## src/logic/bpu_pkg.sv

```systemverilog
package bpu_pkg;

	// ========================================
	// sizes of the predictor.
	// ========================================

	localparam int fetch_num      = 2;   // instructions per fetch group.
	localparam int inst_offset    = 2;   // byte offset bits of one instruction.
	localparam int bht_entries    = 64;
	localparam int btb_entries    = 32;
	localparam int update_sources = 2;   // resolution pipes.

	localparam int slot_bits   = $clog2(fetch_num);
	localparam int group_lsb   = inst_offset + slot_bits;  // lowest pc bit above the group.
	localparam int group_bytes = fetch_num << inst_offset;

	// ========================================
	// types.
	// ========================================

	typedef logic [31:0]          virt_t;
	typedef logic [1:0]           counter_t;
	typedef logic [slot_bits-1:0] slot_t;

	// one resolved branch from a resolution pipe.
	typedef struct packed {
		virt_t pc;
		logic  taken;
		virt_t target;
	} branch_update_t;

	typedef struct packed {
		logic valid;
		logic taken;   // upper counter bit.
	} bht_predict_t;

	typedef struct packed {
		logic  hit;
		virt_t target;
	} btb_predict_t;

	// final per-slot answer to the fetch stage.
	typedef struct packed {
		logic  hit;
		logic  taken;
		virt_t target;
	} fetch_predict_t;

endpackage

```

## src/logic/bht.sv

```systemverilog
module bht #(
	parameter int entries = bpu_pkg::bht_entries
)(
	input  logic                   clk,
	input  logic                   rst_n,
	input  logic                   flush,

	input  bpu_pkg::virt_t         pc,

	input  logic                   upd_valid,
	input  bpu_pkg::branch_update_t upd,

	output bpu_pkg::bht_predict_t [bpu_pkg::fetch_num-1:0] predict
);

	localparam int rows     = entries / bpu_pkg::fetch_num;
	localparam int row_bits = $clog2(rows);

	typedef logic [row_bits-1:0] row_t;

	typedef struct packed {
		logic              valid;
		bpu_pkg::counter_t counter;
	} entry_t;

	entry_t table_q [rows][bpu_pkg::fetch_num];

	// ========================================
	// lookup.
	// ========================================

	row_t rd_row;

	assign rd_row = pc[bpu_pkg::group_lsb +: row_bits];  // one row per fetch group.

	for (genvar i = 0; i < bpu_pkg::fetch_num; i++) begin : gen_predict
		assign predict[i].valid = table_q[rd_row][i].valid;
		assign predict[i].taken = table_q[rd_row][i].counter[1];
	end

	// ========================================
	// training.
	// ========================================

	row_t            upd_row;
	bpu_pkg::slot_t  upd_slot;

	assign upd_row  = upd.pc[bpu_pkg::group_lsb +: row_bits];
	assign upd_slot = upd.pc[bpu_pkg::inst_offset +: bpu_pkg::slot_bits];

	// taken climbs to 11 from 01 or 10 and not taken falls to 00 except from 11.
	function automatic bpu_pkg::counter_t next_counter(
		input bpu_pkg::counter_t cur,
		input logic              taken
	);
		bpu_pkg::counter_t nxt;
		if (taken) begin
			nxt = (cur == 2'b00) ? 2'b01 : 2'b11;
		end else begin
			nxt = (cur == 2'b11) ? 2'b10 : 2'b00;
		end
		return nxt;
	endfunction

	always_ff @(posedge clk or negedge rst_n) begin
		if (!rst_n) begin
			for (int r = 0; r < rows; r++) begin
				for (int s = 0; s < bpu_pkg::fetch_num; s++) begin
					table_q[r][s] <= '0;
				end
			end
		end else if (flush) begin
			// an update in the same cycle is dropped.
			for (int r = 0; r < rows; r++) begin
				for (int s = 0; s < bpu_pkg::fetch_num; s++) begin
					table_q[r][s].valid   <= 1'b0;
					table_q[r][s].counter <= 2'b10;  // weakly taken.
				end
			end
		end else if (upd_valid) begin
			table_q[upd_row][upd_slot].valid   <= 1'b1;
			table_q[upd_row][upd_slot].counter <=
				next_counter(table_q[upd_row][upd_slot].counter, upd.taken);
		end
	end

endmodule

```

## src/logic/branch_predictor.sv

```systemverilog
module branch_predictor (
	input  logic clk,
	input  logic rst_n,
	input  logic flush,

	input  bpu_pkg::virt_t pc,

	input  logic [bpu_pkg::update_sources-1:0]                    upd_valid,
	input  bpu_pkg::branch_update_t [bpu_pkg::update_sources-1:0] upd,
	output logic [bpu_pkg::update_sources-1:0]                    upd_ready,

	output bpu_pkg::fetch_predict_t [bpu_pkg::fetch_num-1:0] predict,
	output bpu_pkg::virt_t                                   next_pc
);

	logic                    win_valid;
	bpu_pkg::branch_update_t win;

	bpu_pkg::bht_predict_t [bpu_pkg::fetch_num-1:0] bht_pred;
	bpu_pkg::btb_predict_t [bpu_pkg::fetch_num-1:0] btb_pred;

	// ========================================
	// shared update path.
	// ========================================

	update_arbiter u_arbiter (
		.clk       (clk),
		.rst_n     (rst_n),
		.upd_valid (upd_valid),
		.upd       (upd),
		.upd_ready (upd_ready),
		.win_valid (win_valid),
		.win       (win)
	);

	bht #(.entries(bpu_pkg::bht_entries)) u_bht (
		.clk       (clk),
		.rst_n     (rst_n),
		.flush     (flush),
		.pc        (pc),
		.upd_valid (win_valid),
		.upd       (win),
		.predict   (bht_pred)
	);

	btb #(.entries(bpu_pkg::btb_entries)) u_btb (
		.clk       (clk),
		.rst_n     (rst_n),
		.pc        (pc),
		.upd_valid (win_valid),
		.upd       (win),
		.predict   (btb_pred)
	);

	next_pc_select u_select (
		.pc          (pc),
		.bht_predict (bht_pred),
		.btb_predict (btb_pred),
		.predict     (predict),
		.next_pc     (next_pc)
	);

endmodule

```

## src/logic/btb.sv

```systemverilog
module btb #(
	parameter int entries = bpu_pkg::btb_entries
)(
	input  logic                   clk,
	input  logic                   rst_n,

	input  bpu_pkg::virt_t         pc,

	input  logic                   upd_valid,
	input  bpu_pkg::branch_update_t upd,

	output bpu_pkg::btb_predict_t [bpu_pkg::fetch_num-1:0] predict
);

	localparam int addr_bits  = $bits(bpu_pkg::virt_t);
	localparam int index_bits = $clog2(entries);
	localparam int tag_bits   = addr_bits - bpu_pkg::inst_offset - index_bits;

	typedef logic [index_bits-1:0] index_t;
	typedef logic [tag_bits-1:0]   tag_t;

	logic [entries-1:0] valid_q;
	tag_t               tag_q    [entries];
	bpu_pkg::virt_t     target_q [entries];

	// direct mapped on the instruction word address.
	function automatic index_t index_of(input bpu_pkg::virt_t addr);
		return addr[bpu_pkg::inst_offset +: index_bits];
	endfunction

	function automatic tag_t tag_of(input bpu_pkg::virt_t addr);
		return addr[addr_bits-1 -: tag_bits];
	endfunction

	// ========================================
	// one lookup address per slot.
	// ========================================

	for (genvar i = 0; i < bpu_pkg::fetch_num; i++) begin : gen_lookup
		bpu_pkg::virt_t slot_pc;
		index_t         idx;

		assign slot_pc = {pc[addr_bits-1:bpu_pkg::group_lsb], bpu_pkg::slot_t'(i),
			{bpu_pkg::inst_offset{1'b0}}};
		assign idx     = index_of(slot_pc);

		assign predict[i].hit    = valid_q[idx] && (tag_q[idx] == tag_of(slot_pc));
		assign predict[i].target = target_q[idx];
	end

	// ========================================
	// write on taken branches only.
	// ========================================

	logic   wr_en;
	index_t wr_idx;

	assign wr_en  = upd_valid && upd.taken;
	assign wr_idx = index_of(upd.pc);

	always_ff @(posedge clk or negedge rst_n) begin
		if (!rst_n) begin
			valid_q <= '0;
		end else if (wr_en) begin
			valid_q[wr_idx] <= 1'b1;
		end
	end

	always_ff @(posedge clk) begin
		if (wr_en) begin
			tag_q[wr_idx]    <= tag_of(upd.pc);
			target_q[wr_idx] <= upd.target;
		end
	end

endmodule

```

## src/logic/next_pc_select.sv

```systemverilog
module next_pc_select (
	input  bpu_pkg::virt_t                                   pc,
	input  bpu_pkg::bht_predict_t   [bpu_pkg::fetch_num-1:0] bht_predict,
	input  bpu_pkg::btb_predict_t   [bpu_pkg::fetch_num-1:0] btb_predict,
	output bpu_pkg::fetch_predict_t [bpu_pkg::fetch_num-1:0] predict,
	output bpu_pkg::virt_t                                   next_pc
);

	// ========================================
	// per-slot decision.
	// ========================================

	for (genvar i = 0; i < bpu_pkg::fetch_num; i++) begin : gen_slot
		assign predict[i].hit    = btb_predict[i].hit;
		assign predict[i].taken  = bht_predict[i].valid && bht_predict[i].taken
			&& btb_predict[i].hit;   // a redirect needs a target.
		assign predict[i].target = btb_predict[i].target;
	end

	// ========================================
	// next fetch pc.
	// ========================================

	bpu_pkg::virt_t group_pc;
	bpu_pkg::virt_t seq_pc;

	assign group_pc = {pc[$bits(bpu_pkg::virt_t)-1:bpu_pkg::group_lsb],
		{bpu_pkg::group_lsb{1'b0}}};
	assign seq_pc   = group_pc + bpu_pkg::virt_t'(bpu_pkg::group_bytes);

	// scanned from the top so the lowest taken slot wins.
	always_comb begin
		next_pc = seq_pc;
		for (int i = bpu_pkg::fetch_num - 1; i >= 0; i--) begin
			if (predict[i].taken) begin
				next_pc = predict[i].target;
			end
		end
	end

endmodule

```

## src/logic/update_arbiter.sv

```systemverilog
module update_arbiter (
	input  logic clk,
	input  logic rst_n,

	input  logic [bpu_pkg::update_sources-1:0]                    upd_valid,
	input  bpu_pkg::branch_update_t [bpu_pkg::update_sources-1:0] upd,
	output logic [bpu_pkg::update_sources-1:0]                    upd_ready,

	output logic                    win_valid,
	output bpu_pkg::branch_update_t win
);

	// ========================================
	// round-robin grant between two pipes.
	// ========================================

	logic prio_q;     // source that wins the next conflict.
	logic conflict;
	logic win_sel;

	assign conflict = upd_valid[0] && upd_valid[1];

	always_comb begin
		upd_ready = '0;
		if (conflict) begin
			upd_ready[prio_q] = 1'b1;
		end else begin
			upd_ready = upd_valid;  // a lone request is always granted.
		end
	end

	assign win_sel   = upd_ready[1];
	assign win_valid = |upd_valid;
	assign win       = upd[win_sel];

	// only a contested grant moves the priority.
	always_ff @(posedge clk or negedge rst_n) begin
		if (!rst_n) begin
			prio_q <= 1'b0;
		end else if (conflict) begin
			prio_q <= ~prio_q;
		end
	end

endmodule

```

## config.mk

```make
export PLATFORM = sky130hd
export DESIGN_NAME = branch_predictor
export DESIGN_NICKNAME = d
export VERILOG_FILES = /design/src/logic/bpu_pkg.sv /design/src/logic/bht.sv /design/src/logic/branch_predictor.sv /design/src/logic/btb.sv /design/src/logic/next_pc_select.sv /design/src/logic/update_arbiter.sv
export SDC_FILE = /design/constraint.sdc
export NUM_CORES = 2
export LEC_CHECK = 0
export BUFFER_PORTS_ARGS = -buffer_cell sky130_fd_sc_hd__buf_4
export CAP_MARGIN = 15
export CORE_MARGIN = 10
export CORE_UTILIZATION = 54
export CTS_CLUSTER_DIAMETER = 150
export DETAILED_ROUTE_END_ITERATION = 10
export PLACE_DENSITY_LB_ADDON = 0.12
export RECOVER_POWER = 100
export SYNTH_ARGS = -nofsm -noshare
export SYNTH_HDL_FRONTEND = slang
export SYNTH_SLANG_ARGS = --single-unit
```

## constraint.sdc

```tcl
create_clock -name clk -period 7.4 [get_ports clk]
set_input_delay 1.48 -clock clk [delete_from_list [all_inputs] [get_ports clk]]
set_output_delay 1.48 -clock clk [all_outputs]
set_load 0.005 [all_outputs]
```

* Word level (Yosys, flattened, before mapping)
Memories as Yosys holds them, arrays and structs flattened.
Index checks and enable logic that the tools add are counted.
Widths: inputs -> output; s select.
** Word-level totals
- Register bits :: 225
- Bits in latches :: 0
- Bits in writable memories :: 1824
- ROM bits :: 0
- Input port bits :: 167
- Output and inout bits :: 102
- Word-level logic and storage cells :: 209
- Memories kept :: 2
** Operators by class
- Add/subtract/negate cells :: 1
- $mul :: 0
- Divide/modulo/power cells :: 0
- Order comparisons :: 12
- Eq/ne operators :: 3
- Shifts and indexed selects :: 0
- Multiplexer cells :: 41
- Bitwise gates (word level) :: 5
- Reductions and logical operators :: 15
** Memory list
- u_btb.target_q :: words 32, width 32, rd ports 2, clocked after memory_dff 0, wr ports 1, line btb.sv:24 : bpu_pkg::virt_t target_q [entries];
- u_btb.tag_q :: words 32, width 25, rd ports 2, clocked after memory_dff 0, wr ports 1, line btb.sv:23 : tag_t tag_q [entries];
** Operators with widths (count)
- $bwmux 192 :: 2
- $mux 192 :: 2
- $mux 65 :: 2
- $mux 32 :: 2
- $bmux 6 s5 :: 2
- $demux 6 s5 :: 2
- $eq 25x25->1 :: 2
- $add 32x4->32 const B :: 1
- $or 32x32->32 :: 1
- $mux 6 :: 4
- $mux 2 :: 10
- $lt 5x6->1 const B :: 3
- $ge 6x6->1 const B :: 2
- $logic_and 1x1->1 :: 12
- $not 5->6 :: 2
- $mux 5 :: 2
- $bmux 1 s4 :: 2
- $demux 3 s1 :: 2
- $lt 6x1->1 const B :: 1
- $mux 1 :: 6
- $demux 1 s5 :: 1
- $ge 5x1->1 const B :: 1
- $lt 1x2->1 const B :: 2
- $mux 3 :: 1
- 10 further kinds :: 10

* Logic depth before layout (Yosys ltp)
- Depth in word-level cells :: 22
- Depth in mapped cells :: 16
- Depth with buffers taken out :: 10

* Cells and area by module
Synthesis repeated with hierarchy kept, for this count alone.
** Unflattened totals
- Cells, all modules :: 4315
- Area, all modules :: 83940.5 um2
** By module, submodules not included
- btb :: instances 1, cells each 3029, area an instance 71697.5 um2, sequential area each 55573.3 um2
- bht :: instances 1, cells each 954, area an instance 9615.5 um2, sequential area each 4804.6 um2
- next_pc_select :: instances 1, cells each 252, area an instance 1602.8 um2, sequential area each 0.0 um2
- update_arbiter :: instances 1, cells each 80, area an instance 1024.7 um2, sequential area each 25.0 um2

* Worst setup path after synthesis
No wires, ideal clock.
- Kind :: input -> output
- Start :: input port pc[3]
- End :: output port next_pc[11]
- Arrival :: 4686 ps
- Required time :: 5920 ps
- Path slack :: 1234 ps
- Cell stages on the path :: 11
- Path buffers :: 8
- Path through :: buf_6 buf_4 buf_4 buf_4 buf_4 buf_2 buf_2 buf_1 mux4_2 mux4_2 mux2_2
** RTL lines
- start: declaration :: line branch_predictor.sv:6 : input bpu_pkg::virt_t pc,
- end: declaration :: line branch_predictor.sv:13 : output bpu_pkg::virt_t next_pc

* Worst setup path after layout
- Start :: input port pc[3]
- End :: output port next_pc[25]
** Between the ends
- Longest elaborated chain between the ends :: 8
- Elaborated cells on any way between the ends :: 21
- Those cells by class :: add/sub (1); eq/ne (2); mux (9); bitwise (1); reduce/logical (6); memory (2)
** RTL lines
- branches (longest 7 deep; another with $mem_v2 32x25)
- $mux 32 (*) :: line next_pc_select.sv:35 : if (predict[i].taken) begin
Every way passes the cells marked *. The select of a mux whose other input is x is not followed.

==> reports/metrics.yaml <==
ys.flop_type: "edfxtp_1"
via_per_inst: 6.415
worstSetupPathType: "input pin to primary output"
yosysTopAreaCellShare_pct: 65.80
tightest_slew_ns: 5.656
dp_cells: 6746
clkSinkCount: 2049
grt_pass1_wl_mm: 337.5
gr-total-overflow: 0
fp.dieH_um: 412.6
routabilityCongestion: 0.9160
postCtsSetupBuffers: 0
numCtsBuffers: 206
multi_input_area_um2: 21540
hold_viol: 0
rsz0062_at_grt: "no"
max_freq_ghz: 0.1393
setup_viol: 0
clkSlewWorstSetupHoldPaths_ns: 0.06
drcViolationCount: 0
drt_iter0_markers: 6117
p_per_area_nw_per_um2: 276.9
period_share_pct: 97.01
wl_mm: 238.0
cts_tree: "yes"
cts-root-buf: "clkbuf_16"
outcome: "complete, but fails checks"
portBuffers: 261
clkPwrFrac_pct: 39.0
netSwitchingFraction_pct: 23.98
clock_latency_ns: 0.84
synthCells: 4541
grt_pass1_vias: 45385
async_reset_ff_share_pct: 10.98
cts-hold-fix-buffers: 0
yosysTopAreaCell: "edfxtp_1"
synth-seq-area-share_pct: 72.56
num_rows: 144
design_power_total_mw: 26.16
final-seq-area_um2: 60400
hold_path.class: "flop to flop"
ant_nets: 0
fp.dieW_um: 412.6
setup_tns_ns: 0
synth_cell_type_count: 78
slew_viol_final: 1314
relSlewSlack_pct: -277.1
grt_antenna_before_repair: 26
leakage_nw: 31.51
start_util_pct: 54.16
pwr-share-seq_pct: 51.2
ys_seq_elements: 2049
max_cap_violations: 34
syn_to_final_growth_pct: 13.50
synth-edff-count: 1824
cts_resized: 0
violations: "max-capacitance violations, max-slew violations"
cp_data_required_time_ns: 5.92
internal_power_mw: 19.89
drive_above_1_share_pct: 25.86
p_comb_share_pct: 9.7
netlist_area_um2: 83240
nFillCells: 11042
syn_area_per_cell_um2: 18.33
clock_path_buffers: 3
switching_power_mw: 6.275
synth_area_leaders: "edfxtp_1 66%, mux4_2 13%, dfrtp_1 6.8%, mux2i_1 1.9%, nand2_1 1.6%"
route.detailed.wl_per_inst_um: 33.33
vias: 45806
ir_worst_vdd_mv: 0.2465
grt_use_total_pct: 27.82
syn_nets: 4709
final_cells: 7141
num_io_pins: 269
grt_max_degree: 106
hpwlAfterDp_mm: 138.7
layout.nets: 5084
drt_pre_antenna_iters: 5
min_period_ns: 7.179
critPathMaxFanout: 34
coreArea_um2: 153700
fin_skew_ns: 0.03607
design.die.area_um2: 170300
startpoint_type: "input pin"
yosysWarnings: 0
critical_path_arrival_ns: 5.70
cp-end-kind: "primary output"
cts-htree-levels: 4
==> per-layer routing <==
metal | share of wire, % | global-route usage, % | vias up | routed length, um
met2 | 48 | 44.60 | 2309 | 114800
met3 | 9.2 | 5.416 | 474 | 21960
li1 | - | - | 18967 | -
met4 | 3.7 | 8.981 | 24 | 8923
met5 | 0.053 | 0 | - | 126
met1 | 39 | 38.75 | 24032 | 92170
==> synth_stat cells, drive strengths merged (5+ instances only) <==
library cell	n
o311ai	5
inv	18
a22oi	39
edfxtp	1824
o22ai	32
clkbuf	153
nor2	324
o21ai	121
nor2b	15
nor3	16
o211ai	13
xnor2	52
buf	123
a22o	9
or2	34
and2	18
a21oi	89
nand3	49
a31oi	11
nand4	12
nor4	18
and3	42
mux2i	161
a221oi	12
nand4b	5
xor2	18
mux4	484
a211oi	104
dfrtp	225
o221ai	6
nand2	347
mux2	96
nand2b	7
==> worst paths after layout <==
path	start	endpoint	slack, ns	cells after the start
max in group asynchronous	rst_n	u_btb.valid_q[4]$_DFFE_PN0P_	1.21	2
worst max-delay path	pc[3]	next_pc[25]	0.22	12
min in group asynchronous	rst_n	u_bht.table_q[39]$_DFFE_PN0P_	2.73	1
worst max register to register	u_arbiter.prio_q$_DFFE_PN0P_	u_btb.target_q[30][5]$_DFFE_PP_	0.70	6
worst min register to register	u_btb.valid_q[22]$_DFFE_PN0P_	u_btb.valid_q[22]$_DFFE_PN0P_	0.47	1
worst min-delay path	u_btb.valid_q[22]$_DFFE_PN0P_	u_btb.valid_q[22]$_DFFE_PN0P_	0.47	1
==> worst max-delay path, stage by stage <==
cell and delay, ns:
buf_8 0.35, buf_12 0.28, buf_4 0.34, mux4_2 0.55
mux4_2 0.63, xor2_1 0.20, nor4_2 0.43, nand4_4 0.27
buf_6 0.28, mux2_1 0.41, mux2_2 0.29, buf_4 0.14
==> per-stage QoR <==
stage | cell area [um^2] | hold slack [ns] | util (%) | setup WS, ns
2_1_floorplan | 83240 | 0.4337 | - | 1.234
3_3_place_gp | 88580 | 0.4459 | 57.63 | 0.2595
3_5_place_dp | 88580 | 0.4476 | 57.63 | 0.2212
4_1_cts | 95210 | 0.4655 | 61.95 | 0.2376
5_1_grt | 94470 | 0.4756 | 61.47 | 0.05097
6_report | 94480 | 0.4673 | 61.48 | 0.2209
==> flip-flops by register name (all words and copies together), names as in the netlist <==
signal and count:
u_btb.valid_q 32, u_btb.target_q 1024, u_bht.table_q 192, u_btb.tag_q 800, u_arbiter.prio_q 1
==> power by group through the flow <==
stage	Combinational, mW	Clock (mW)	Sequential [mW]
after global placement	2.53	0	13.6
final	2.54	10.2	13.4
after detailed placement	2.58	0	13.6
after global routing	2.70	10.8	13.4
after floorplan	1.47	0	13.6
after CTS	2.58	10.3	13.4
==> placed cells by master (no fill, tap or decap), drive strengths merged, types with 39 or more instances in the layout <==
cell type  count
mux2          96
dfrtp        225
mux2i        161
a21oi         89
a22oi         39
nand2        347
nor2         324
and3          42
nand3         49
clkbuf       389
buf          312
a211oi       104
clkinv       102
mux4         484
edfxtp      1824
xnor2         52
o21ai        121
==> layout make-up <==
| cell class | count | area share, % |
|---|---|---|
| Clock inverter | 127 | 1.269 |
| Multi-Input combinational cell | 2197 | 22.80 |
| Sequential cell | 2049 | 63.93 |
| Inverter | 19 | 0.08211 |
| Timing Repair Buffer | 443 | 3.454 |
| Antenna cell | 4 | 0.01059 |
| Tap cell | 2044 | 2.707 |
| Clock buffer | 258 | 5.748 |
==> cells by family (layout without fill, tap and decap cells) <==
kind of cell | Yosys count | after routing | share of synthesized area [%]
other cells | 0 | 4 | 0
flops | 2049 | 2049 | 72.56
compound gates | 479 | 479 | 3.746
mux | 741 | 741 | 16.45
xor+xnor | 70 | 70 | 0.7365
simple gates | 906 | 906 | 4.808
fa+ha+maj | 1 | 1 | 0.01503
buf+inv | 295 | 847 | 1.686
Power figures use the tool's default switching activity.
